`src/csrPkg.sv`:
```
// Machine CSR definitions
`default_nettype none

package csrPkg;

  //////////////////////////////////////////////////////////////////////
  // Widths and word types
  //////////////////////////////////////////////////////////////////////

  // Hart data width, fixed at RV32
  localparam int xLen = 32;

  // Any CSR value, program counter or bus data word
  typedef logic [xLen-1:0] xWordT;

  // CSR address space is 4096 entries
  typedef logic [11:0] csrAddrT;

  //////////////////////////////////////////////////////////////////////
  // Machine CSR addresses
  //////////////////////////////////////////////////////////////////////

  // Identity registers sit in the read-only range (bits 11:10 set)
  localparam csrAddrT addrMvendorid     = 12'hF11;
  localparam csrAddrT addrMarchid       = 12'hF12;
  localparam csrAddrT addrMimpid        = 12'hF13;
  localparam csrAddrT addrMhartid       = 12'hF14;

  // Trap setup
  localparam csrAddrT addrMstatus       = 12'h300;
  localparam csrAddrT addrMisa          = 12'h301;
  localparam csrAddrT addrMedeleg       = 12'h302;
  localparam csrAddrT addrMideleg       = 12'h303;
  localparam csrAddrT addrMie           = 12'h304;
  localparam csrAddrT addrMtvec         = 12'h305;
  localparam csrAddrT addrMcounteren    = 12'h306;
  localparam csrAddrT addrMcountinhibit = 12'h320;

  // Trap handling
  localparam csrAddrT addrMscratch      = 12'h340;
  localparam csrAddrT addrMepc          = 12'h341;
  localparam csrAddrT addrMcause        = 12'h342;
  localparam csrAddrT addrMtval         = 12'h343;
  localparam csrAddrT addrMip           = 12'h344;

  //////////////////////////////////////////////////////////////////////
  // Reset values, write masks and hardwired values
  //////////////////////////////////////////////////////////////////////

  // Trap vector after reset
  localparam xWordT resetVector = 32'h0000_0000;

  // medeleg bit 11 (ecall from M-mode) can never be delegated
  localparam xWordT medelegMask = ~(xWordT'(1) << 11);

  // Supervisor interrupts only
  localparam xWordT midelegMask = 32'h0000_0222;

  // MSIE, MTIE and MEIE
  localparam xWordT mieMask = 32'h0000_0888;

  // MXL = 1 for RV32, with the I and M extension letters
  localparam xWordT misaValue = 32'h4000_1100;

  // Pipelined implementation id
  localparam xWordT mimpidValue = 32'h0000_0100;

  //////////////////////////////////////////////////////////////////////
  // Field positions
  //////////////////////////////////////////////////////////////////////

  // mstatus fields kept by the status block
  localparam int statusMie  = 3;
  localparam int statusMpie = 7;
  // Low bit of the two-bit MPP field at 12:11
  localparam int statusMpp  = 11;

  // Machine privilege encoding for MPP
  localparam logic [1:0] privMachine = 2'b11;

  // mip bits fed by the irq lines
  localparam int ipMsip = 3;
  localparam int ipMtip = 7;
  localparam int ipMeip = 11;

  // Wishbone slave FSM
  typedef enum logic {
    busIdle,
    busRespond
  } busStateT;

endpackage

`default_nettype wire

```
`src/csrBusSlave.sv`:
```
// Wishbone CSR slave
`timescale 1ns/1ps
`default_nettype none

module csrBusSlave (
  input  wire logic            clk,
  input  wire logic            reset,
  // Wishbone classic slave side
  input  wire logic            cyc,
  input  wire logic            stb,
  input  wire logic            we,
  input  wire csrPkg::csrAddrT adr,
  input  wire csrPkg::xWordT   writeData,
  // Register block results
  input  wire csrPkg::xWordT   machineRead,
  input  wire csrPkg::xWordT   statusRead,
  input  wire logic            machineHit,
  input  wire logic            statusHit,
  // Shared access to both blocks
  output logic                 csrWrite,
  output csrPkg::csrAddrT      csrAddr,
  output csrPkg::xWordT        csrWriteData,
  // Response
  output csrPkg::xWordT        readData,
  output logic                 ack,
  output logic                 err
);

  csrPkg::busStateT state;

  logic          request;
  logic          readOnly;
  logic          claimed;
  logic          badAccess;
  csrPkg::xWordT combinedRead;

  //////////////////////////////////////////////////////////////////////
  // Request decode
  //////////////////////////////////////////////////////////////////////

  // Only one request in flight
  assign request = cyc && stb && (state == csrPkg::busIdle);

  // Top two address bits set marks the read-only range
  assign readOnly = (adr[11:10] == 2'b11);

  assign claimed   = machineHit || statusHit;
  assign badAccess = !claimed || (we && readOnly);

  // Blocks decode their own addresses
  assign csrAddr      = adr;
  assign csrWriteData = writeData;

  // A failing request must not touch any register
  assign csrWrite = request && we && !readOnly && claimed;

  // Blocks return zero when they miss
  always_comb begin
    combinedRead = '0;
    if (machineHit)
      combinedRead = combinedRead | machineRead;
    if (statusHit)
      combinedRead = combinedRead | statusRead;
  end

  //////////////////////////////////////////////////////////////////////
  // Response FSM
  //////////////////////////////////////////////////////////////////////

  // Respond for one cycle then go back to idle
  always_ff @(posedge clk) begin
    if (reset) begin
      state <= csrPkg::busIdle;
      ack   <= 1'b0;
      err   <= 1'b0;
    end else begin
      case (state)
        csrPkg::busIdle: begin
          if (request) begin
            state <= csrPkg::busRespond;
            ack   <= !badAccess;
            err   <= badAccess;
          end
        end
        csrPkg::busRespond: begin
          state <= csrPkg::busIdle;
          ack   <= 1'b0;
          err   <= 1'b0;
        end
        default: begin
          state <= csrPkg::busIdle;
          ack   <= 1'b0;
          err   <= 1'b0;
        end
      endcase
    end
  end

  // Read value from before any write in the same cycle
  always_ff @(posedge clk) begin
    if (request)
      readData <= combinedRead;
  end

endmodule

`default_nettype wire

```
`src/csrMachine.sv`:
```
// Machine trap and identity registers
`timescale 1ns/1ps
`default_nettype none

module csrMachine (
  input  wire logic           clk,
  input  wire logic           reset,
  input  wire logic           csrWrite,
  input  wire csrPkg::csrAddrT csrAddr,
  input  wire csrPkg::xWordT  csrWriteData,
  input  wire logic           trap,
  input  wire csrPkg::xWordT  trapPc,
  input  wire csrPkg::xWordT  trapCause,
  input  wire csrPkg::xWordT  trapValue,
  output csrPkg::xWordT       readValue,
  output logic                hit,
  output csrPkg::xWordT       trapVector,
  output csrPkg::xWordT       returnPc
);

  // Register state
  csrPkg::xWordT mtvec;
  csrPkg::xWordT mepc;
  csrPkg::xWordT mcause;
  csrPkg::xWordT mtval;
  csrPkg::xWordT mscratch;
  csrPkg::xWordT medeleg;
  csrPkg::xWordT mideleg;
  csrPkg::xWordT mcounteren;
  csrPkg::xWordT mcountinhibit;

  // Per-register bus write strobes
  logic writeMtvec;
  logic writeMepc;
  logic writeMcause;
  logic writeMtval;
  logic writeMscratch;
  logic writeMedeleg;
  logic writeMideleg;
  logic writeMcounteren;
  logic writeMcountinhibit;

  //////////////////////////////////////////////////////////////////////
  // Write decode
  //////////////////////////////////////////////////////////////////////

  assign writeMtvec         = csrWrite && (csrAddr == csrPkg::addrMtvec);
  assign writeMepc          = csrWrite && (csrAddr == csrPkg::addrMepc);
  assign writeMcause        = csrWrite && (csrAddr == csrPkg::addrMcause);
  assign writeMtval         = csrWrite && (csrAddr == csrPkg::addrMtval);
  assign writeMscratch      = csrWrite && (csrAddr == csrPkg::addrMscratch);
  assign writeMedeleg       = csrWrite && (csrAddr == csrPkg::addrMedeleg);
  assign writeMideleg       = csrWrite && (csrAddr == csrPkg::addrMideleg);
  assign writeMcounteren    = csrWrite && (csrAddr == csrPkg::addrMcounteren);
  assign writeMcountinhibit = csrWrite && (csrAddr == csrPkg::addrMcountinhibit);

  //////////////////////////////////////////////////////////////////////
  // Trap setup registers
  //////////////////////////////////////////////////////////////////////

  always_ff @(posedge clk) begin
    if (reset) begin
      mtvec         <= csrPkg::resetVector;
      mscratch      <= '0;
      medeleg       <= '0;
      mideleg       <= '0;
      // Counters enabled and inhibited out of reset
      mcounteren    <= '1;
      mcountinhibit <= '1;
    end else begin
      if (writeMtvec)
        mtvec <= csrWriteData;
      if (writeMscratch)
        mscratch <= csrWriteData;
      // Delegation bits that cannot be set stay zero
      if (writeMedeleg)
        medeleg <= csrWriteData & csrPkg::medelegMask;
      if (writeMideleg)
        mideleg <= csrWriteData & csrPkg::midelegMask;
      if (writeMcounteren)
        mcounteren <= csrWriteData;
      if (writeMcountinhibit)
        mcountinhibit <= csrWriteData;
    end
  end

  //////////////////////////////////////////////////////////////////////
  // Trap capture registers
  //////////////////////////////////////////////////////////////////////

  // A trap overrides a bus write to the same register in that cycle
  always_ff @(posedge clk) begin
    if (reset) begin
      mepc   <= '0;
      mcause <= '0;
      mtval  <= '0;
    end else if (trap) begin
      mepc   <= trapPc;
      mcause <= trapCause;
      mtval  <= trapValue;
    end else begin
      if (writeMepc)
        mepc <= csrWriteData;
      if (writeMcause)
        mcause <= csrWriteData;
      if (writeMtval)
        mtval <= csrWriteData;
    end
  end

  // Pipeline sees the live vector and return address
  assign trapVector = mtvec;
  assign returnPc   = mepc;

  //////////////////////////////////////////////////////////////////////
  // Read select
  //////////////////////////////////////////////////////////////////////

  always_comb begin
    hit = 1'b1;
    case (csrAddr)
      csrPkg::addrMisa:          readValue = csrPkg::misaValue;
      // Vendor, architecture and hart ids are all zero
      csrPkg::addrMvendorid:     readValue = '0;
      csrPkg::addrMarchid:       readValue = '0;
      csrPkg::addrMimpid:        readValue = csrPkg::mimpidValue;
      csrPkg::addrMhartid:       readValue = '0;
      csrPkg::addrMtvec:         readValue = mtvec;
      csrPkg::addrMedeleg:       readValue = medeleg;
      csrPkg::addrMideleg:       readValue = mideleg;
      csrPkg::addrMcounteren:    readValue = mcounteren;
      csrPkg::addrMcountinhibit: readValue = mcountinhibit;
      csrPkg::addrMscratch:      readValue = mscratch;
      csrPkg::addrMepc:          readValue = mepc;
      csrPkg::addrMcause:        readValue = mcause;
      csrPkg::addrMtval:         readValue = mtval;
      default: begin
        // Not ours, the status block or nobody claims it
        readValue = '0;
        hit       = 1'b0;
      end
    endcase
  end

endmodule

`default_nettype wire

```
`src/csrStatus.sv`:
```
// Machine status and interrupt registers
`timescale 1ns/1ps
`default_nettype none

module csrStatus (
  input  wire logic            clk,
  input  wire logic            reset,
  input  wire logic            csrWrite,
  input  wire csrPkg::csrAddrT csrAddr,
  input  wire csrPkg::xWordT   csrWriteData,
  input  wire logic            trap,
  input  wire logic            mret,
  input  wire logic [2:0]      irq,
  output csrPkg::xWordT        readValue,
  output logic                 hit,
  output logic                 interruptPending
);

  // Kept mstatus fields
  logic       mstatusMie;
  logic       mstatusMpie;
  logic [1:0] mstatusMpp;

  // Interrupt enable, already masked
  csrPkg::xWordT mieReg;

  // irq lines sampled once per cycle
  logic [2:0] irqSample;

  // Assembled register views
  csrPkg::xWordT mstatusValue;
  csrPkg::xWordT mipValue;

  logic writeMstatus;
  logic writeMie;

  assign writeMstatus = csrWrite && (csrAddr == csrPkg::addrMstatus);
  assign writeMie     = csrWrite && (csrAddr == csrPkg::addrMie);

  //////////////////////////////////////////////////////////////////////
  // mstatus
  //////////////////////////////////////////////////////////////////////

  always_ff @(posedge clk) begin
    if (reset) begin
      mstatusMie  <= 1'b0;
      mstatusMpie <= 1'b0;
      mstatusMpp  <= 2'b00;
    end else if (trap) begin
      // Stack MIE and disable interrupts in the handler
      mstatusMpie <= mstatusMie;
      mstatusMie  <= 1'b0;
      mstatusMpp  <= csrPkg::privMachine;
    end else if (mret) begin
      // Pop the stack
      mstatusMie  <= mstatusMpie;
      mstatusMpie <= 1'b1;
      // Machine is the least privileged mode here
      mstatusMpp  <= csrPkg::privMachine;
    end else if (writeMstatus) begin
      mstatusMie  <= csrWriteData[csrPkg::statusMie];
      mstatusMpie <= csrWriteData[csrPkg::statusMpie];
      mstatusMpp  <= csrWriteData[csrPkg::statusMpp +: 2];
    end
  end

  //////////////////////////////////////////////////////////////////////
  // mie and mip
  //////////////////////////////////////////////////////////////////////

  always_ff @(posedge clk) begin
    if (reset) begin
      mieReg    <= '0;
      irqSample <= 3'b000;
    end else begin
      if (writeMie)
        mieReg <= csrWriteData & csrPkg::mieMask;
      // Writes to mip are accepted and dropped
      irqSample <= irq;
    end
  end

  always_comb begin
    mstatusValue = '0;
    mstatusValue[csrPkg::statusMie]       = mstatusMie;
    mstatusValue[csrPkg::statusMpie]      = mstatusMpie;
    mstatusValue[csrPkg::statusMpp +: 2]  = mstatusMpp;
    // Software, timer and external pending bits
    mipValue = '0;
    mipValue[csrPkg::ipMsip] = irqSample[0];
    mipValue[csrPkg::ipMtip] = irqSample[1];
    mipValue[csrPkg::ipMeip] = irqSample[2];
  end

  // Global enable gates any enabled and pending source
  assign interruptPending = mstatusMie && (|(mipValue & mieReg));

  //////////////////////////////////////////////////////////////////////
  // Read select
  //////////////////////////////////////////////////////////////////////

  always_comb begin
    hit = 1'b1;
    case (csrAddr)
      csrPkg::addrMstatus: readValue = mstatusValue;
      csrPkg::addrMie:     readValue = mieReg;
      csrPkg::addrMip:     readValue = mipValue;
      default: begin
        readValue = '0;
        hit       = 1'b0;
      end
    endcase
  end

endmodule

`default_nettype wire

```
`src/csrUnit.sv`:
```
// Machine CSR unit top
`timescale 1ns/1ps
`default_nettype none

module csrUnit (
  input  wire logic            clk,
  input  wire logic            reset,
  // Wishbone classic slave
  input  wire logic            cyc,
  input  wire logic            stb,
  input  wire logic            we,
  input  wire csrPkg::csrAddrT adr,
  input  wire csrPkg::xWordT   writeData,
  output csrPkg::xWordT        readData,
  output logic                 ack,
  output logic                 err,
  // Pipeline trap and return
  input  wire logic            trap,
  input  wire csrPkg::xWordT   trapPc,
  input  wire csrPkg::xWordT   trapCause,
  input  wire csrPkg::xWordT   trapValue,
  input  wire logic            mret,
  input  wire logic [2:0]      irq,
  output csrPkg::xWordT        trapVector,
  output csrPkg::xWordT        returnPc,
  output logic                 interruptPending
);

  // Shared write path
  logic            csrWrite;
  csrPkg::csrAddrT csrAddr;
  csrPkg::xWordT   csrWriteData;

  // Read results and address claims
  csrPkg::xWordT machineRead;
  csrPkg::xWordT statusRead;
  logic          machineHit;
  logic          statusHit;

  csrBusSlave busSlave (
    .clk          (clk),
    .reset        (reset),
    .cyc          (cyc),
    .stb          (stb),
    .we           (we),
    .adr          (adr),
    .writeData    (writeData),
    .machineRead  (machineRead),
    .statusRead   (statusRead),
    .machineHit   (machineHit),
    .statusHit    (statusHit),
    .csrWrite     (csrWrite),
    .csrAddr      (csrAddr),
    .csrWriteData (csrWriteData),
    .readData     (readData),
    .ack          (ack),
    .err          (err)
  );

  csrMachine machineRegs (
    .clk          (clk),
    .reset        (reset),
    .csrWrite     (csrWrite),
    .csrAddr      (csrAddr),
    .csrWriteData (csrWriteData),
    .trap         (trap),
    .trapPc       (trapPc),
    .trapCause    (trapCause),
    .trapValue    (trapValue),
    .readValue    (machineRead),
    .hit          (machineHit),
    .trapVector   (trapVector),
    .returnPc     (returnPc)
  );

  csrStatus statusRegs (
    .clk              (clk),
    .reset            (reset),
    .csrWrite         (csrWrite),
    .csrAddr          (csrAddr),
    .csrWriteData     (csrWriteData),
    .trap             (trap),
    .mret             (mret),
    .irq              (irq),
    .readValue        (statusRead),
    .hit              (statusHit),
    .interruptPending (interruptPending)
  );

endmodule

`default_nettype wire

```
`config.mk`:
```
export PLATFORM = sky130hd
export DESIGN_NAME = csrUnit
export DESIGN_NICKNAME = d
export VERILOG_FILES = /design/src/csrPkg.sv /design/src/csrBusSlave.sv /design/src/csrMachine.sv /design/src/csrStatus.sv /design/src/csrUnit.sv
export SDC_FILE = /design/constraint.sdc
export NUM_CORES = 1
export LEC_CHECK = 0
export ABC_AREA = 1
export BUFFER_PORTS_ARGS = -buffer_cell sky130_fd_sc_hd__buf_2
export CAP_MARGIN = 20
export CORE_MARGIN = 2
export CORE_UTILIZATION = 40
export DETAILED_ROUTE_END_ITERATION = 10
export SLEW_MARGIN = 20
export SYNTH_ARGS = -nofsm -noshare
export SYNTH_HDL_FRONTEND = slang
export SYNTH_SLANG_ARGS = --single-unit
```
`constraint.sdc`:
```
create_clock -name clk -period 4.03 [get_ports clk]
set_input_delay 0.806 -clock clk [delete_from_list [all_inputs] [get_ports clk]]
set_output_delay 0.806 -clock clk [all_outputs]
set_load 0.01 [all_outputs]
```
### Word-level counts from Yosys, hierarchy flattened

Cells that the tools add are included.

* register bits: 303
* input port bits: 150
* output and inout port bits: 99
* word-level logic and storage cells: 98

* equal/unequal tests: 19
* mux-type cells: 26
* bitwise logic cells: 3
* reductions and logical operators: 32

Operator list (number)
* $pmux W32 S11: 1
* $mux W32: 8
* $eq A12 B10 Y1 const B: 13
* $eq A12 B12 Y1 const B: 4
* $pmux W13 S3: 1
* $or A32 B32 Y32: 1
* $reduce_or A32 Y1: 1
* $logic_and A1 B1 Y1: 18
* $reduce_or A14 Y1: 1
* $and A12 B12 Y12: 1
* $mux W1: 10
* $reduce_bool A2 Y1: 4
* $mux W2: 3
* $pmux W1 S2: 3
* $logic_not A1 Y1: 3
* $reduce_bool A3 Y1: 1
* $reduce_or A3 Y1: 1
* $eq A2 B2 Y1 const B: 1
* $logic_or A1 B1 Y1: 2
* $ne A2 B1 Y1 const B: 1
* $reduce_or A2 Y1: 1
* $not A1 Y1: 1

### Depth between registers and ports, before layout

* depth after elaboration: 9
* mapped depth: 15
* mapped depth without buffers: 14

### By module

A second synthesis with hierarchy kept.

* cell total of the unflattened synthesis: 2356
* area, all modules: 15899.0 um^2

By module, submodules not included
* csrMachine: times used 1, cells each 2084, area an instance 13140.1 um^2, seq. area each 5165.0 um^2
* csrBusSlave: times used 1, cells each 140, area an instance 1824.2 um^2, seq. area each 1021.0 um^2
* csrStatus: times used 1, cells each 132, area an instance 934.6 um^2, seq. area each 200.2 um^2

### Least setup slack after synthesis

OpenSTA, ideal clock, no wires.

* path kind: input -> register
* start: input port cyc
* end: register machineRegs.mcountinhibit[25]
* library setup time: 0.134 ns
* arrival time: 3.623 ns
* required time: 3.896 ns
* slack: 0.274 ns
* cell stages on the path: 10
* path buffers: 1
* cells stage by stage: nand2_1 nor2_1 inv_1 nor2_1 nand2_4 nor2_4 inv_2 buf_2 nand2_1 nand3_1

* cells in the longest elaborated chain, start to end: 6

Ends and longest elaborated chain
* start, declared: line csrUnit.sv:9 `input wire logic cyc,`
* $logic_and A1 B1 Y1 (2 in series): line csrBusSlave.sv:42 `assign request = cyc && stb && (state == csrPkg::busIdle);`
* via busSlave.request: line csrBusSlave.sv:31 `logic request;`
* $logic_and A1 B1 Y1 (3 in series): line csrBusSlave.sv:55 `assign csrWrite = request && we && !readOnly && claimed;`
* $logic_and A1 B1 Y1: line csrMachine.sv:55 `assign writeMcountinhibit = csrWrite && (csrAddr == csrPkg::addrMcountinhibit);`
* end signal, assigned: line csrMachine.sv:83 `mcountinhibit <= csrWriteData;`
* end, declared: line csrMachine.sv:30 `csrPkg::xWordT mcountinhibit;`

The timed path passes the listed nets, and every way through them passes these cells.
A chain may end at the register's enable or synchronous reset.

### Worst setup path in the final report

* start: input port adr[7]
* end: register machineRegs.mcountinhibit[2]

* cells in the longest elaborated chain, start to end: 6
* elaborated cells on any way between the ends: 24
* those cells by class: eq/ne (17); mux (2); reduce/logical (5)

Ends and longest elaborated chain
* start, declared: line csrUnit.sv:12 `input wire csrPkg::csrAddrT adr,`
* $eq A12 B12 Y1 (tied with other cells): line csrMachine.sv:121 `case (csrAddr)`
* $reduce_or A14 Y1 (no source line) or $reduce_or A3 Y1 (tied branches)
* $mux W1, on equally long branches: line csrMachine.sv:121, csrStatus.sv:104
* $logic_or A1 B1 Y1: line csrBusSlave.sv:47 `assign claimed = machineHit || statusHit;`
* $logic_and A1 B1 Y1: line csrBusSlave.sv:55
* $logic_and A1 B1 Y1 *: line csrMachine.sv:55

Every way passes the cells marked *; elsewhere a longest branch is shown, timed or not.

==> run summary <==
Measured against its own limit, the worst slew margin works out to 39.89%. The portion of the clock cycle consumed by the worst path in the final layout is 72.43%. The first detailed-routing pass ran for 5 iterations. The average wire length per cell after detail routing came out at 19.90 um. The leakage dissipation came out at 8.296 nW. The most critical setup path has its startpoint at adr[7].

The fraction of final layout cells sized beyond drive strength 1 is 16.56%. In this design, the largest share of critical-path delay is due to simple AND/OR/NAND/NOR gates. The signed area change from the synthesized netlist to the final layout came out at 19.06%. The number of nets with antenna violations after detailed routing is 0. The worst setup path is of the primary input to flip-flop kind.

The DRC violation count after routing came out at 0. Walking the worst path, the cells encountered are buf_2 -> nor2_1 -> nand2_1 -> nor2_2 -> buf_4 -> nand2_1 -> nand3_1 -> nor2_2 -> nand3_4 -> nand2_4 -> nor2_4 -> inv_2 -> nand2_1 -> nand3_1. Cells fill 48.15% of the core in the end.

The wire length reported by the detailed router is 53.63 mm. Along the worst path, the maximum fanout reaches 32. 0 antenna diodes ended up in the layout.

The top cell types in the final layout, fill and taps aside, are 619 x nand2_1, 374 x nor2_1, 271 x dfxtp_1. The number of clock buffers added by TritonCTS is 34. In the global route stage, overall resource usage came out at 29.26%. The setup TNS came out at 0 ns. The run finished with clean final reports. The final RePlAce weighted congestion came out at 0.9499. The clock transition at the registers of the reported paths is 0.06 ns.

The core outline area is 0.03446 sq mm. For the worst-skew pair, the clock arrives at the later sink with an insertion delay of 0.53 ns. The clock tree buffer depth came out at 3. For this run, the number of Yosys warnings is 0. The count of pins on the block boundary came out at 249. The type of element launching the critical path is a primary input. Setup repair after global routing left no endpoint under its margin.

The worst supply voltage drop on vdd came out at 0.0002592 V. Synthesis produced 2018 cells. Together, buffers and inverters on the worst path number 3. The area fraction of the dominant cell type after synthesis came out at 38.93%. The largest net degree at the start of global routing came out at 99. The total count of hold-check failures in the final report came out at 0. The post-DP HPWL came out at 37.72 mm.

The worst stage delay on the critical path came out at 0.38 ns. The per-instance average area after synthesis is 6.905 sq um. The number of setup buffers added after CTS came out at 0. The clock tree from TritonCTS is built.

At the pin with the least slew margin, the transition time is 0.9016 ns. The net count of the mapped netlist came out at 2168. Leaving out fill and tap cells, the most frequent cell in the layout is nand2_1. The critical path ends at machineRegs.mcountinhibit[2]$_SDFFE_PP1P_. The startpoint of the worst-slack reg-to-reg timing path is busSlave.state$_SDFF_PP0_. The post-synthesis cell area came out at 0.01393 sq mm. After synthesis, the cell types taking the most area are dfxtp_1 39%, nand2_1 17%, nor2_1 10%, edfxtp_1 6.9%, nand3_1 6.4%. The first global-routing pass estimated 80.44 mm of wire.

In this run, the number of DRC markers left after iteration 0 of detailed routing was 1659. The clock skew came out at 0.01906 ns. The cell at the root of the clock tree is clkbuf_16.

The count of vias placed by the detailed router came out at 14310. The count of endpoints failing setup in the final report came out at 0. The deepest level of the CTS H-tree came out at 2.

The flip-flop and latch count after synthesis came out at 303. The number of standard-cell rows in the floorplan is 68. Among the stages of the critical path, the cell type that occurs most often is nand2_1. The worst-case reg-to-reg path depth came out at 8. The leftover overflow at the end of global routing is 0. The CTS sink count is 303.

The die extent in x is 190.6 um. The data arrival time at the worst-slack endpoint is 3.29 ns. The sequential share of the synthesized area is 45.83%.

The number of antenna violations at the first check in global routing came out at 0. The post-synthesis cell type with the largest combined area is dfxtp_1. The slowest stage of the critical path is the nor2_2 cell.

The smallest clock period supported by the final layout is computed as 2.919 ns. In the routed layout, each cell is associated on average with a via count of 5.308. The number of pins with negative max-slew slack in the final report is 0. The y dimension of the die came out at 190.6 um. The required time at the endpoint of the critical path came out at 4.40 ns. Derived from the worst setup path, the maximum achievable clock frequency is 342.6 MHz. The total of buffers placed on input and output ports is 248. The number of logic stages on the critical path including buffering is 14.

The setup slack of the most critical reg-to-reg path is 1.62 ns. The max capacitance violation total is 0. The netlist uses 35 different library cells. Post-CTS repair changed the size of 0 cells. The initial core utilization came out at 40.44%. The total of hold buffers inserted after clock tree synthesis came out at 0. After the last flow step, the layout net total stands at 2365. The via count of the first global-routing pass came out at 13230.

STA classifies the critical path endpoint as a flip-flop. The end of the worst register-to-register path is machineRegs.mcountinhibit[2]$_SDFFE_PP1P_. Power spread over the standard cell area amounts to 410.2 mW/mm^2.

The type of the most critical hold path is flip-flop to flip-flop. The die area is 0.03635 sq mm.
metal layers:
layer  vias up  wire length [um]  GRT usage [%]
li1       6877                 -              -
met3        77              5037          4.527
met5         -                 0              0
met2       687             22490          42.70
met4         0              1309          8.855
met1      6664             24790          43.99
cell usage after synthesis (all sizes together):
cell type  number
o31ai           1
clkinv          2
nor3            2
inv           131
o22ai          15
clkbuf         66
o21ai         105
o2111ai         1
o211ai          7
a221oi         51
nand4           4
a22o            5
a21oi          51
edfxtp         32
a211oi          2
dfxtp         271
nor2          384
or4             1
buf            58
nand2         626
nand3b         21
nand3         182
worst register-to-register path: stages (launching register included):
cell and delay [ns]:
dfxtp_1 0.33, nor2_4 0.11, inv_1 0.08, nor2_1 0.63, nand2_4 0.25, nor2_4 0.31
inv_2 0.32, nand2_1 0.16, nand3_1 0.07
per-stage QoR:
step	power (W)	hold WS, ns	area (sq um)	std cells	worst slack [ns]
final	0.006805	0.4561	16590	2695	1.111
after global routing	0.007019	0.4825	16590	2695	0.8689
after CTS	0.006823	0.4582	16590	2695	1.151
after detailed placement	0.003804	0.4430	15510	2634	0.5981
after global placement	0.003799	0.4383	15510	2634	0.7006
after floorplan	0.003525	0.4289	13930	2018	0.2736
state kept, by name, summed over array words and instances, names as in the netlist, 32 cells and up:
signal                     count
busSlave.readData             32
machineRegs.mcause            32
machineRegs.mcounteren        32
machineRegs.mcountinhibit     32
machineRegs.mscratch          32
machineRegs.mtval             32
machineRegs.returnPc          32
machineRegs.trapVector        32
logic make-up after synthesis:
kind of cell | share of synthesized area, %
flops | 45.83
compound gates | 10.40
simple gates | 36.03
buf+inv | 7.740
report_power, final:
part | leakage, nW | internal, W | switching (W)
Combinational | 5.24 | 0.000186 | 0.000384
Clock | 0.534 | 0.00174 | 0.00131
Sequential | 2.52 | 0.00313 | 0.0000536
worst min-delay path by stage:
stage,from,end,cells after the start
detailed placement,machineRegs.mcounteren[17]$_SDFFE_PP1P_,machineRegs.mcounteren[17]$_SDFFE_PP1P_,2
finish,machineRegs.mcounteren[31]$_SDFFE_PP1P_,machineRegs.mcounteren[31]$_SDFFE_PP1P_,2
floorplan,machineRegs.mcounteren[1]$_SDFFE_PP1P_,machineRegs.mcounteren[1]$_SDFFE_PP1P_,2
global route,machineRegs.mcountinhibit[21]$_SDFFE_PP1P_,machineRegs.mcountinhibit[21]$_SDFFE_PP1P_,2
CTS,machineRegs.mcounteren[17]$_SDFFE_PP1P_,machineRegs.mcounteren[17]$_SDFFE_PP1P_,2
global placement,machineRegs.mcounteren[23]$_SDFFE_PP1P_,machineRegs.mcounteren[23]$_SDFFE_PP1P_,2
layout make-up:
type,instances,area [sq um]
fill,3544,17870
multi-input combinational,1458,6489
sequential,303,6386
timing repair buffer,285,1556
clock buffer,50,1003
tap,455,569.3
inverter,133,505.5
clock inverter,11,81.33
Power figures use the tool's default switching activity.
